--- src/verilog/pktgen_pkg.sv ---
// payload lengths outside 8 to 1500 bytes are clamped and seeds must be nonzero for prbs output
package pktgen_pkg;

   // ------------------------------
   // widths
   // ------------------------------
   localparam int ADDR_W  = 8;   // register address
   localparam int DATA_W  = 32;  // register data
   localparam int BEAT_W  = 64;  // stream beat
   localparam int EMPTY_W = 3;   // unused bytes on eop
   localparam int LEN_W   = 16;  // payload length and sequence number
   localparam int PRBS_W  = 23;  // one prbs lane

   // ------------------------------
   // register map
   // ------------------------------
   localparam logic [ADDR_W-1:0] ADDR_NUMPKTS       = 8'h00;  // frames per run (0 is endless)
   localparam logic [ADDR_W-1:0] ADDR_RANDOMPAYLOAD = 8'h02;  // bit 0 selects prbs payload
   localparam logic [ADDR_W-1:0] ADDR_START         = 8'h03;  // self clearing
   localparam logic [ADDR_W-1:0] ADDR_STOP          = 8'h04;
   localparam logic [ADDR_W-1:0] ADDR_MACSA0        = 8'h05;  // source mac bits 31:0
   localparam logic [ADDR_W-1:0] ADDR_MACSA1        = 8'h06;  // source mac bits 47:32
   localparam logic [ADDR_W-1:0] ADDR_MACDA0        = 8'h07;
   localparam logic [ADDR_W-1:0] ADDR_MACDA1        = 8'h08;
   localparam logic [ADDR_W-1:0] ADDR_TXPKTCNT      = 8'h09;  // read only
   localparam logic [ADDR_W-1:0] ADDR_RNDSEED0      = 8'h0a;
   localparam logic [ADDR_W-1:0] ADDR_RNDSEED1      = 8'h0b;
   localparam logic [ADDR_W-1:0] ADDR_RNDSEED2      = 8'h0c;
   localparam logic [ADDR_W-1:0] ADDR_PKTLENGTH     = 8'h0d;  // payload bytes before clamp

   // clamp limits in payload bytes
   localparam logic [LEN_W-1:0] MIN_PAYLOAD = 16'd8;
   localparam logic [LEN_W-1:0] MAX_PAYLOAD = 16'd1500;

   // nonzero seed values out of reset
   localparam logic [PRBS_W-1:0] SEED_RST0 = 23'h5eed00;
   localparam logic [PRBS_W-1:0] SEED_RST1 = 23'h5eed01;
   localparam logic [PRBS_W-1:0] SEED_RST2 = 23'h025eed;

   typedef enum logic [2:0] {
      ST_IDLE,         // waiting for start
      ST_DEST_SRC,     // beat 0 on the bus
      ST_SRC_LEN_SEQ,  // beat 1 on the bus
      ST_DATA,         // payload beats
      ST_GAP           // one idle cycle between frames
   } gen_state_t;

   typedef enum logic {
      PL_INCR   = 1'b0,  // byte i is i mod 256
      PL_RANDOM = 1'b1   // three prbs lanes
   } payload_mode_t;

endpackage
--- src/verilog/pktgen_top.sv ---
// stream has no fcs and the host port needs a one-cycle gap between accesses
module pktgen_top (
   input  logic                           clk,
   input  logic                           reset,
   input  logic [pktgen_pkg::ADDR_W-1:0]  address,
   input  logic                           read,
   input  logic                           write,
   input  logic [pktgen_pkg::DATA_W-1:0]  writedata,
   output logic [pktgen_pkg::DATA_W-1:0]  readdata,
   output logic                           waitrequest,
   input  logic                           tx_ready,
   output logic [pktgen_pkg::BEAT_W-1:0]  tx_data,
   output logic                           tx_valid,
   output logic                           tx_sop,
   output logic                           tx_eop,
   output logic [pktgen_pkg::EMPTY_W-1:0] tx_empty
);

   logic                          start_pulse;
   logic                          stop;
   logic [pktgen_pkg::DATA_W-1:0] num_frames;
   pktgen_pkg::payload_mode_t     payload_mode;
   logic [47:0]                   dest_mac;
   logic [47:0]                   src_mac;
   logic [pktgen_pkg::LEN_W-1:0]  pkt_len;
   logic [pktgen_pkg::PRBS_W-1:0] seed0;
   logic [pktgen_pkg::PRBS_W-1:0] seed1;
   logic [pktgen_pkg::PRBS_W-1:0] seed2;
   logic [pktgen_pkg::BEAT_W-1:0] payload_word;
   logic                          payload_adv;
   logic                          frame_sent;
   logic                          frame_start;

   pktgen_regs u_regs (
      .clk(clk), .reset(reset), .address(address), .read(read), .write(write),
      .writedata(writedata), .frame_sent(frame_sent), .readdata(readdata),
      .waitrequest(waitrequest), .start_pulse(start_pulse), .stop(stop),
      .num_frames(num_frames), .payload_mode(payload_mode), .dest_mac(dest_mac),
      .src_mac(src_mac), .pkt_len(pkt_len), .seed0(seed0), .seed1(seed1), .seed2(seed2)
   );

   payload_src u_src (
      .clk(clk), .reset(reset), .start_pulse(start_pulse), .frame_start(frame_start),
      .payload_adv(payload_adv), .payload_mode(payload_mode), .seed0(seed0),
      .seed1(seed1), .seed2(seed2), .payload_word(payload_word)
   );

   frame_fsm u_fsm (
      .clk(clk), .reset(reset), .start_pulse(start_pulse), .stop(stop),
      .num_frames(num_frames), .dest_mac(dest_mac), .src_mac(src_mac), .pkt_len(pkt_len),
      .payload_word(payload_word), .tx_ready(tx_ready), .tx_data(tx_data),
      .tx_valid(tx_valid), .tx_sop(tx_sop), .tx_eop(tx_eop), .tx_empty(tx_empty),
      .payload_adv(payload_adv), .frame_sent(frame_sent), .frame_start(frame_start)
   );

endmodule

--- src/verilog/frame_fsm.sv ---
// one frame in flight and the clamped length is sampled again at each sop beat
module frame_fsm (
   input  logic                           clk,
   input  logic                           reset,
   input  logic                           start_pulse,
   input  logic                           stop,
   input  logic [pktgen_pkg::DATA_W-1:0]  num_frames,   // 0 runs until stop
   input  logic [47:0]                    dest_mac,
   input  logic [47:0]                    src_mac,
   input  logic [pktgen_pkg::LEN_W-1:0]   pkt_len,
   input  logic [pktgen_pkg::BEAT_W-1:0]  payload_word,
   input  logic                           tx_ready,
   output logic [pktgen_pkg::BEAT_W-1:0]  tx_data,
   output logic                           tx_valid,
   output logic                           tx_sop,
   output logic                           tx_eop,
   output logic [pktgen_pkg::EMPTY_W-1:0] tx_empty,
   output logic                           payload_adv,  // payload word taken
   output logic                           frame_sent,   // sop beat accepted
   output logic                           frame_start   // sop beat loaded
);

   pktgen_pkg::gen_state_t         state;
   logic                           xfer;
   logic                           run_done;
   logic                           last_beat;
   logic [pktgen_pkg::EMPTY_W-1:0] empty_nxt;
   logic [pktgen_pkg::LEN_W-1:0]   len_q;      // length of the frame in flight
   logic [pktgen_pkg::LEN_W-1:0]   remain;     // payload bytes not yet loaded
   logic [pktgen_pkg::LEN_W-1:0]   seq;
   logic [pktgen_pkg::DATA_W-1:0]  frame_cnt;  // frames done in this run

   assign xfer      = tx_valid & tx_ready;
   assign run_done  = stop | ((num_frames != '0) & (frame_cnt == num_frames));
   assign last_beat = remain <= 16'd8;
   assign empty_nxt = ~remain[pktgen_pkg::EMPTY_W-1:0] + 1'b1;  // (8 - L mod 8) mod 8

   // ------------------------------
   // beat load strobes
   // ------------------------------
   assign frame_start = ((state == pktgen_pkg::ST_IDLE) & start_pulse) |
                        ((state == pktgen_pkg::ST_GAP) & ~run_done);
   assign frame_sent  = xfer & (state == pktgen_pkg::ST_DEST_SRC);
   assign payload_adv = xfer & ((state == pktgen_pkg::ST_SRC_LEN_SEQ) |
                                ((state == pktgen_pkg::ST_DATA) & ~tx_eop));

   // control state, outputs only move on a transfer or while valid is low
   always_ff @(posedge clk or posedge reset) begin
      if (reset) begin
         state     <= pktgen_pkg::ST_IDLE;
         tx_valid  <= 1'b0;
         tx_sop    <= 1'b0;
         tx_eop    <= 1'b0;
         tx_empty  <= '0;
         len_q     <= '0;
         remain    <= '0;
         seq       <= '0;
         frame_cnt <= '0;
      end else if (frame_start) begin
         state    <= pktgen_pkg::ST_DEST_SRC;
         tx_valid <= 1'b1;
         tx_sop   <= 1'b1;
         len_q    <= pkt_len;
         if (state == pktgen_pkg::ST_IDLE) begin  // new run
            seq       <= '0;
            frame_cnt <= '0;
         end
      end else if (frame_sent) begin
         state  <= pktgen_pkg::ST_SRC_LEN_SEQ;
         tx_sop <= 1'b0;
         remain <= len_q;
      end else if (payload_adv) begin
         state    <= pktgen_pkg::ST_DATA;
         tx_eop   <= last_beat;
         tx_empty <= last_beat ? empty_nxt : '0;
         remain   <= remain - 16'd8;
      end else if (xfer & (state == pktgen_pkg::ST_DATA)) begin
         // eop beat gone
         state     <= pktgen_pkg::ST_GAP;
         tx_valid  <= 1'b0;
         tx_eop    <= 1'b0;
         tx_empty  <= '0;
         seq       <= seq + 1'b1;
         frame_cnt <= frame_cnt + 1'b1;
      end else if (state == pktgen_pkg::ST_GAP) begin
         state <= pktgen_pkg::ST_IDLE;  // run over
      end
   end

   // beat data
   always_ff @(posedge clk) begin
      if (frame_start) tx_data <= {dest_mac, src_mac[47:32]};
      else if (frame_sent) tx_data <= {src_mac[31:0], len_q, seq};
      else if (payload_adv) tx_data <= payload_word;
   end

endmodule

--- src/verilog/payload_src.sv ---
// prbs lanes restart only at START so frames of one run continue the same random streams
module payload_src (
   input  logic                          clk,
   input  logic                          reset,
   input  logic                          start_pulse,
   input  logic                          frame_start,   // sop beat loaded
   input  logic                          payload_adv,   // current word taken
   input  pktgen_pkg::payload_mode_t     payload_mode,
   input  logic [pktgen_pkg::PRBS_W-1:0] seed0,
   input  logic [pktgen_pkg::PRBS_W-1:0] seed1,
   input  logic [pktgen_pkg::PRBS_W-1:0] seed2,
   output logic [pktgen_pkg::BEAT_W-1:0] payload_word
);

   logic [7:0]                      byte_cnt;   // first byte of the word on offer
   logic [pktgen_pkg::BEAT_W-1:0]   incr_word;
   logic [pktgen_pkg::PRBS_W-1:0]   lane0;
   logic [pktgen_pkg::PRBS_W-1:0]   lane1;
   logic [pktgen_pkg::PRBS_W-1:0]   lane2;
   logic [3*pktgen_pkg::PRBS_W-1:0] lanes;

   // byte counter wraps mod 256
   always_ff @(posedge clk or posedge reset) begin
      if (reset) byte_cnt <= '0;
      else if (frame_start) byte_cnt <= '0;
      else if (payload_adv) byte_cnt <= byte_cnt + 8'd8;
   end

   // byte 0 goes in the top lane of the beat
   always_comb begin
      for (int k = 0; k < 8; k++) begin
         incr_word[pktgen_pkg::BEAT_W-1-8*k -: 8] = byte_cnt + 8'(k);
      end
   end

   prbs23 u_lane0 (.clk(clk), .reset(reset), .load(start_pulse), .enable(payload_adv),
                   .seed(seed0), .lane(lane0));
   prbs23 u_lane1 (.clk(clk), .reset(reset), .load(start_pulse), .enable(payload_adv),
                   .seed(seed1), .lane(lane1));
   prbs23 u_lane2 (.clk(clk), .reset(reset), .load(start_pulse), .enable(payload_adv),
                   .seed(seed2), .lane(lane2));

   assign lanes = {lane2, lane1, lane0};  // lane 2 highest, top 5 bits dropped

   assign payload_word = (payload_mode == pktgen_pkg::PL_RANDOM) ?
                         lanes[pktgen_pkg::BEAT_W-1:0] : incr_word;

endmodule

--- src/verilog/prbs23.sv ---
// lane holds zero after reset and produces nothing useful until loaded with a nonzero seed
module prbs23 (
   input  logic                          clk,
   input  logic                          reset,
   input  logic                          load,    // take the seed
   input  logic                          enable,  // advance one whole lane
   input  logic [pktgen_pkg::PRBS_W-1:0] seed,
   output logic [pktgen_pkg::PRBS_W-1:0] lane
);

   logic [pktgen_pkg::PRBS_W-1:0] lane_nxt;

   // x^23 + x^18 + 1, 23 serial shifts unrolled into one cycle
   always_comb begin
      lane_nxt = lane;
      for (int i = 0; i < pktgen_pkg::PRBS_W; i++) begin
         lane_nxt = {lane_nxt[18] ^ lane_nxt[0], lane_nxt[pktgen_pkg::PRBS_W-1:1]};
      end
   end

   always_ff @(posedge clk or posedge reset) begin
      if (reset) begin
         lane <= '0;
      end else if (load) begin
         lane <= seed;
      end else if (enable) begin
         lane <= lane_nxt;
      end
   end

endmodule

--- src/verilog/pktgen_regs.sv ---
// host must drop read and write for a cycle between accesses or waitrequest is not raised again
module pktgen_regs (
   input  logic                          clk,
   input  logic                          reset,
   input  logic [pktgen_pkg::ADDR_W-1:0] address,
   input  logic                          read,
   input  logic                          write,
   input  logic [pktgen_pkg::DATA_W-1:0] writedata,
   input  logic                          frame_sent,    // sop beat accepted
   output logic [pktgen_pkg::DATA_W-1:0] readdata,
   output logic                          waitrequest,
   output logic                          start_pulse,
   output logic                          stop,
   output logic [pktgen_pkg::DATA_W-1:0] num_frames,
   output pktgen_pkg::payload_mode_t     payload_mode,
   output logic [47:0]                   dest_mac,
   output logic [47:0]                   src_mac,
   output logic [pktgen_pkg::LEN_W-1:0]  pkt_len,       // clamped
   output logic [pktgen_pkg::PRBS_W-1:0] seed0,
   output logic [pktgen_pkg::PRBS_W-1:0] seed1,
   output logic [pktgen_pkg::PRBS_W-1:0] seed2
);

   logic                          rd_d;
   logic                          wr_d;
   logic                          rd_edge;
   logic                          wr_edge;
   logic                          start_reg;
   logic                          start_d;
   logic [31:0]                   macsa0;
   logic [15:0]                   macsa1;
   logic [31:0]                   macda0;
   logic [15:0]                   macda1;
   logic [pktgen_pkg::LEN_W-1:0]  len_reg;   // raw PKTLENGTH
   logic [pktgen_pkg::DATA_W-1:0] tx_cnt;

   // ------------------------------
   // access handshake
   // ------------------------------
   always_ff @(posedge clk or posedge reset) begin
      if (reset) begin
         rd_d <= 1'b0;
         wr_d <= 1'b0;
      end else begin
         rd_d <= read;
         wr_d <= write;
      end
   end

   assign rd_edge     = read & ~rd_d;       // first cycle of a read
   assign wr_edge     = write & ~wr_d;
   assign waitrequest = rd_edge | wr_edge;  // low again in the second cycle

   // ------------------------------
   // register writes
   // ------------------------------
   always_ff @(posedge clk or posedge reset) begin
      if (reset) begin
         num_frames   <= '0;
         payload_mode <= pktgen_pkg::PL_INCR;
         start_reg    <= 1'b0;
         stop         <= 1'b0;
         macsa0       <= '0;
         macsa1       <= '0;
         macda0       <= '0;
         macda1       <= '0;
         len_reg      <= '0;
         seed0        <= pktgen_pkg::SEED_RST0;
         seed1        <= pktgen_pkg::SEED_RST1;
         seed2        <= pktgen_pkg::SEED_RST2;
      end else begin
         start_reg <= 1'b0;  // clears itself
         if (wr_edge) begin
            case (address)
               pktgen_pkg::ADDR_NUMPKTS:       num_frames <= writedata;
               pktgen_pkg::ADDR_RANDOMPAYLOAD:
                  payload_mode <= pktgen_pkg::payload_mode_t'(writedata[0]);
               pktgen_pkg::ADDR_START:         start_reg <= writedata[0];
               pktgen_pkg::ADDR_STOP:          stop <= writedata[0];
               pktgen_pkg::ADDR_MACSA0:        macsa0 <= writedata;
               pktgen_pkg::ADDR_MACSA1:        macsa1 <= writedata[15:0];
               pktgen_pkg::ADDR_MACDA0:        macda0 <= writedata;
               pktgen_pkg::ADDR_MACDA1:        macda1 <= writedata[15:0];
               pktgen_pkg::ADDR_RNDSEED0:      seed0 <= writedata[pktgen_pkg::PRBS_W-1:0];
               pktgen_pkg::ADDR_RNDSEED1:      seed1 <= writedata[pktgen_pkg::PRBS_W-1:0];
               pktgen_pkg::ADDR_RNDSEED2:      seed2 <= writedata[pktgen_pkg::PRBS_W-1:0];
               pktgen_pkg::ADDR_PKTLENGTH:     len_reg <= writedata[pktgen_pkg::LEN_W-1:0];
               default: ;                      // read only or unused
            endcase
         end
      end
   end

   // start edge into a single cycle pulse
   always_ff @(posedge clk or posedge reset) begin
      if (reset) start_d <= 1'b0;
      else start_d <= start_reg;
   end

   assign start_pulse = start_reg & ~start_d;

   // frames sent since the last start
   always_ff @(posedge clk or posedge reset) begin
      if (reset) tx_cnt <= '0;
      else if (start_pulse) tx_cnt <= '0;
      else if (frame_sent) tx_cnt <= tx_cnt + 1'b1;
   end

   assign dest_mac = {macda1, macda0};
   assign src_mac  = {macsa1, macsa0};

   always_comb begin
      if (len_reg < pktgen_pkg::MIN_PAYLOAD) pkt_len = pktgen_pkg::MIN_PAYLOAD;
      else if (len_reg > pktgen_pkg::MAX_PAYLOAD) pkt_len = pktgen_pkg::MAX_PAYLOAD;
      else pkt_len = len_reg;
   end

   // ------------------------------
   // read mux, sampled in the first cycle
   // ------------------------------
   always_ff @(posedge clk or posedge reset) begin
      if (reset) begin
         readdata <= '0;
      end else if (rd_edge) begin
         case (address)
            pktgen_pkg::ADDR_NUMPKTS:       readdata <= num_frames;
            pktgen_pkg::ADDR_RANDOMPAYLOAD: readdata <= {31'd0, payload_mode};
            pktgen_pkg::ADDR_START:         readdata <= {31'd0, start_reg};
            pktgen_pkg::ADDR_STOP:          readdata <= {31'd0, stop};
            pktgen_pkg::ADDR_MACSA0:        readdata <= macsa0;
            pktgen_pkg::ADDR_MACSA1:        readdata <= {16'd0, macsa1};
            pktgen_pkg::ADDR_MACDA0:        readdata <= macda0;
            pktgen_pkg::ADDR_MACDA1:        readdata <= {16'd0, macda1};
            pktgen_pkg::ADDR_TXPKTCNT:      readdata <= tx_cnt;
            pktgen_pkg::ADDR_RNDSEED0:      readdata <= {9'd0, seed0};
            pktgen_pkg::ADDR_RNDSEED1:      readdata <= {9'd0, seed1};
            pktgen_pkg::ADDR_RNDSEED2:      readdata <= {9'd0, seed2};
            pktgen_pkg::ADDR_PKTLENGTH:     readdata <= {16'd0, len_reg};
            default:                        readdata <= '0;
         endcase
      end
   end

endmodule

--- config.mk ---
export PLATFORM = sky130hd
export DESIGN_NAME = pktgen_top
export DESIGN_NICKNAME = d
export VERILOG_FILES = /design/src/verilog/pktgen_pkg.sv /design/src/verilog/pktgen_top.sv /design/src/verilog/frame_fsm.sv /design/src/verilog/payload_src.sv /design/src/verilog/prbs23.sv /design/src/verilog/pktgen_regs.sv
export SDC_FILE = /design/constraint.sdc
export NUM_CORES = 1
export LEC_CHECK = 0
export BUFFER_PORTS_ARGS = -buffer_cell sky130_fd_sc_hd__buf_2
export CAP_MARGIN = 10
export CORE_MARGIN = 5
export CORE_UTILIZATION = 45
export DETAILED_ROUTE_END_ITERATION = 16
export GPL_TIMING_DRIVEN = 0
export PLACE_DENSITY = 0.62
export RECOVER_POWER = 100
export SLEW_MARGIN = 20
export SYNTH_ARGS = -nofsm -noshare
export SYNTH_HDL_FRONTEND = slang
export SYNTH_SLANG_ARGS = --single-unit
--- constraint.sdc ---
create_clock -name clk -period 12 [get_ports clk]
set_input_delay 0.6 -clock clk [delete_from_list [all_inputs] [get_ports clk]]
set_output_delay 0.6 -clock clk [all_outputs]
set_load 0.01 [all_outputs]
# == Word-level counts from Yosys, hierarchy flattened ==
# Cells that the tools add are included.
# totals
input_bits,45
elab_cells,232
regBits,513
output_inout_bits,103
# classes
bitwise_logic,92
eq_ne,20
reduce_logical,27
magnitude_cmp,3
muxes,46
addsub,13
# ops
op,n
$pmux 32 s13,1
$mux 64,4
$mux 32,7
$mux 16,9
$mux 23,6
$xor 1x1->1,69
$add 32x1->32 const B,2
$eq 8x4->1 const B,6
$add 8x3->8 const B,4
$eq 32x32->1,1
$eq 8x3->1 const B,4
$reduce_bool 32->1,1
$mux 3,8
$reduce_and 2->1,12
$add 16x1->16 const B,1
$add 8x2->8 const B,2
$eq 8x2->1 const B,2
$gt 16x11->1 const B,1
$le 16x4->1 const B,1
$lt 16x4->1 const B,1
$mux 8,2
$sub 16x4->16 const B,1
$reduce_bool 2->1,7
$and 1x1->1,11
other kinds (17),38

# == Depth between registers and ports, before layout ==
# logic_depth
depth_word,8
ltp_mapped,10
ltp_nobuf,7

# == Hierarchy ==
# From an unflattened synthesis, not the netlist that was laid out.
# hier_totals
cells_unflattened,2610
area_unflattened_um2,27455.1
# by_module_without_submodules
mod,n_inst,seq_area_each_um2,area_per_inst_um2,cells_each
pktgen_regs,1,7125.6,13615.6,1113
frame_fsm,1,4149.0,8852.2,918
prbs23,3,575.6,1386.3,145
payload_src,1,125.1,828.3,144

# == Worst setup path after synthesis ==
# No wires, ideal clock.
# synth_path
kind,reg2reg
start,register u_fsm.frame_cnt[28] (netlist bit)
end,register u_fsm.tx_data[0] (netlist bit) (enable)
setup_ns,0.853
synth_period_minus_slack_ns,4.194
setup_slack_ns,7.806
path_stages_with_launch,10
arrival_time_ns,3.341
required_ns,11.147
path_cell_list,dfrtp_1 -> clkbuf_1 -> xor2_1 -> nor4_1 -> o211ai_1 -> o21a_1 -> nor2_1 -> buf_2 -> clkbuf_1 -> nand3_1
# synth_between
elab_chain_cells,7
# synth_lines
item,line,rtl
start: declaration,frame_fsm.sv:31,logic [pktgen_pkg::DATA_W-1:0] frame_cnt;
start signal: assignment,frame_fsm.sv:84,frame_cnt <= frame_cnt + 1'b1;
$eq 32x32->1,frame_fsm.sv:34,assign run_done = stop | ((num_frames != '0) & (frame_cnt == num_frames));
$and 1x1->1,frame_fsm.sv:34,
$or 1x1->1,frame_fsm.sv:34,
$not 1->1,frame_fsm.sv:42,((state == pktgen_pkg::ST_GAP) & ~run_done);
$and 1x1->1,frame_fsm.sv:42,
$or 1x1->1,frame_fsm.sv:41,assign frame_start = ((state == pktgen_pkg::ST_IDLE) & start_pulse) |
$reduce_bool 3->1 (no source line),-,
end signal: assignment,frame_fsm.sv:92,"if (frame_start) tx_data <= {dest_mac, src_mac[47:32]};"
end signal: assignment,frame_fsm.sv:93,"else if (frame_sent) tx_data <= {src_mac[31:0], len_q, seq};"
end signal: assignment,frame_fsm.sv:94,else if (payload_adv) tx_data <= payload_word;
end: declaration,frame_fsm.sv:13,"output logic [pktgen_pkg::BEAT_W-1:0] tx_data,"
# No other way between the ends.
# A chain may end at the register's enable or synchronous reset.

==> summary.md <==
| Metric | Value |
|---|---|
| Crit start category | `input pin` |
| Worst endpoint data arrival time | `7220 ps` |
| Post-synth ARST share | `roughly 87%` |
| Max-cap viol count | `14` |
| Hold Crit Class | `input pin to flop` |
| Die width | `244 microns` |
| Largest net degree at the start of global routing | `46` |
| Hold Violations, Final | `0` |
| Worst skew pair latency | `~630 ps` |
| Cell Area, Synth | `0.0247 sq mm` |
| Post-CTS Setup Inserts | `0` |
| Avg WL per Cell | `31.0 microns` |
| GRT overflow | `0` |
| Share of cells above drive strength 1 | `about 15%` |
| # setup viols final | `0` |
| Setup TNS | `0 ps` |
| Worst-margin pin slew | `2780 ps` |
| Crit-path cells | `dlygate4sd3_1, buf_2, clkinvlp_2, clkbuf_1, clkbuf_1, clkbuf_1, clkbuf_1, clkbuf_1` |
| Clock-pin slew on the worst setup and hold paths | `60 ps` |
| Worst VDD drop | `0.140 mV` |
| CTS root buf | `clkbuf_16` |
| CTS tree | `built` |
| Mapped Cells | `roughly 2.3k` |
| Via density | `6.30` |
| Power Total | `between 5000 and 6000 uW` |
| Worst Path Class, Setup | `input pin to async pin` |
| Max Fclk | `146 MHz` |
| Initial antenna violation count | `6` |
| Pwr/cell area | `212 mW/mm^2` |
| Total wire length | `about 100 mm` |
| Final RePlAce weighted congestion | `1.07` |
| Max reg flops | `between 60 and 70` |
| H-tree Lvls | `2` |
| Main synth FF type | `dfrtp_1` |
| Seq pwr share | `between 40 and 50%` |
| Starting Density | `45.7%` |
| Most common cell on crit path | `clkbuf_1` |
| Synth unique cells | `69` |
| Gr usage total | `between 30% and 40%` |
| Register area share after synthesis | `53.2%` |
| First-pass GRT wire length | `roughly 140 mm` |
| Vias in the first global route | `20.0k` |
| Pint | `between 3000 and 4000 uW` |
| Vias | `20.5k` |
| Syn avg cell area | `10.8 sq um` |
| PostCTS Resize Cnt | `0` |
| WP data required | `12,370 ps` |
| Slowest cell on the critical path | `clkbuf_1` |
| Status | `complete, but fails checks` |
| Syn nets | `2,345` |
| Final Critical Period | `6850 ps` |
| Longest Clk Path Bufs | `3` |
| CTS Sinks | `510` |
| Pre-antenna DRT Iters | `8` |
| Die area | `0.0596 sq mm` |
| Yosys reg bits | `510` |
| Fill count | `4,984` |
| Clock power share | `33.1%` |
| Die height | `244 microns` |
| Top Ports | `148` |
| IO buf count | `~140` |
| Num rows | `85` |
| Post-synth EDFFs | `64` |
| Core area | `~0.054 sq mm` |
| Max incr delay on CP | `1380 ps` |
| Max_slew headroom | `-86.8%` |
| RSZ-0062 raised after global routing | `false` |
| CTS Buf Count | `57` |
| Hold Buf Count CTS | `1` |
| P&R area growth vs syn | `14.4%` |
| Clk_skew | `24.2 ps` |
| Logic pwr share | `26.2%` |
| Fin. max-slew vios | `between 300 and 400` |
| P_leak | `0.0121 uW` |
| Initial DRC count | `2,664` |
| Critical Path End Type | `async pin` |
| Sw Pwr | `approximately 2100 uW` |
| Violated checks | `capacitance limit, slew limit` |
| Antenna Nets Post-Route | `0` |
| Sw Ratio | `35.1%` |
| DRC viols | `0` |
| Tcrit/Tclk final | `57.1%` |
| Highest net fanout along the worst path | `33` |
| Register with the most flip-flops | `u_fsm.tx_data` |
| Post-DP HPWL | `79.0 mm` |
| Nets | `2,566` |
| Syn. warnings | `0` |
## kinds of logic (layout without fill, tap and decap cells)
kind of cell | Yosys count | after routing | synth area share (%)
compound gates | 436 | 436 | 11.7
xor+xnor | 205 | 205 | 7.28
fa+ha+maj | 6 | 6 | 0.304
buf+inv | 220 | 490 | 3.53
flops | 510 | 510 | 53.2
mux | 222 | 222 | 10.4
other cells | 0 | 2 | 0
simple gates | 695 | 695 | 13.6
## synthesized netlist by cell type (all sizes together), types with 4 or more instances
| cell type | instances | area share, % |
|---|---|---|
| a221o | 12 | 0.49 |
| inv | 77 | 1.2 |
| and2 | 10 | 0.25 |
| edfxtp | 64 | 7.8 |
| nand3b | 12 | 0.37 |
| nor3 | 30 | 0.73 |
| o21ai | 157 | 3.2 |
| buf | 38 | 0.77 |
| o311ai | 7 | 0.25 |
| o31ai | 6 | 0.18 |
| a21oi | 87 | 1.8 |
| ha | 6 | 0.30 |
| and4 | 9 | 0.32 |
| nor2b | 21 | 0.53 |
| clkbuf | 105 | 1.6 |
| and3 | 30 | 0.76 |
| nand4 | 38 | 0.96 |
| dfrtp | 411 | 42 |
| nand2 | 274 | 4.2 |
| or4 | 9 | 0.32 |
| o221ai | 48 | 1.7 |
| nand2b | 6 | 0.15 |
| mux2 | 202 | 9.4 |
| nor4 | 30 | 0.91 |
| xnor2 | 68 | 2.4 |
| mux2i | 16 | 0.65 |
| a22o | 45 | 1.6 |
| a222oi | 10 | 0.41 |
| nor4b | 7 | 0.25 |
| a22oi | 19 | 0.58 |
| xor2 | 137 | 4.9 |
| nor2 | 151 | 2.3 |
| a221oi | 26 | 0.92 |
| nand3 | 56 | 1.1 |
| dfstp | 35 | 3.7 |
| mux4 | 4 | 0.37 |
## final cells by class
| class | instances | area [sq um] | area share (%) |
|---|---|---|---|
| Sequential cell | 510 | 13100 | 46.5 |
| Antenna cell | 2 | 5.00 | 0.0177 |
| Clock buffer | 79 | 1700 | 6.04 |
| Clock inverter | 29 | 427 | 1.51 |
| Timing Repair Buffer | 162 | 687 | 2.43 |
| Buffer | 143 | 541 | 1.91 |
| Multi-Input combinational cell | 1564 | 10600 | 37.5 |
| Tap cell | 696 | 871 | 3.08 |
| Inverter | 77 | 290 | 1.03 |
## final timing paths
check	slack [ps]	cells past startpoint	from	endpoint
max in group clk	5580	10	u_regs.start_reg	u_fsm.tx_data[63]
worst max-delay path	5150	8	reset	u_src.u_lane0.lane[1]
worst max register to register	5580	10	u_regs.start_reg	u_fsm.tx_data[63]
worst min register to register	470	2	u_fsm.tx_empty[1]	u_fsm.tx_empty[1]
min in group asynchronous	520	3	reset	u_fsm.remain[15]
worst min-delay path	110	1	read	u_regs.rd_d
## cells in the final DEF, fill, tap and decap left out, types with 68 or more instances in the layout
cell      synthesis  routed
clkbuf_1        105     261
nand2_1         272     274
mux2_2          191     189
dfrtp_1         411     411
xor2_1          137     137
a21oi_1          87      87
xnor2_1          68      68
nor2_1          151     151
o21ai_0         154     157
inv_1            77      76
## metrics by stage
stage | worst slack (ps) | area [sq um] | util, % | instances | hold WS, ps
floorplan | 5400 | 24700 | - | 2294 | 387
global placement | 2660 | 26300 | 48.6 | 3134 | 457
detailed placement | 7720 | 26700 | 49.3 | 3151 | 458
CTS | 7690 | 28800 | 53.3 | 3260 | 77.4
global route | 3830 | 28200 | 52.2 | 3260 | 112
finish | 5150 | 28200 | 52.3 | 3262 | 107
## worst max-delay path, delay by kind of cell
kind                   cells  cell delay (ps)
buffers and inverters      8             6570
## per-layer routing
metal | GRT usage (%) | routed length, microns | vias up
met5 | 0 | 13 | -
li1 | - | - | 8640
met2 | 47.8 | 42200 | 1190
met1 | 46.8 | 40800 | 10500
met4 | 12.5 | 4810 | 2
met3 | 11.3 | 13200 | 229
## power groups by stage
| stage | sequential [uW] | combinational (uW) | clock, uW |
|---|---|---|---|
| floorplan | 2410 | 990 | 0 |
| global placement | 2450 | 1530 | 0 |
| detailed placement | 2450 | 1580 | 0 |
| CTS | 2420 | 1600 | 2000 |
| global route | 2470 | 1720 | 2070 |
| finish | 2440 | 1570 | 1980 |
(Power assumes the default switching activity.)
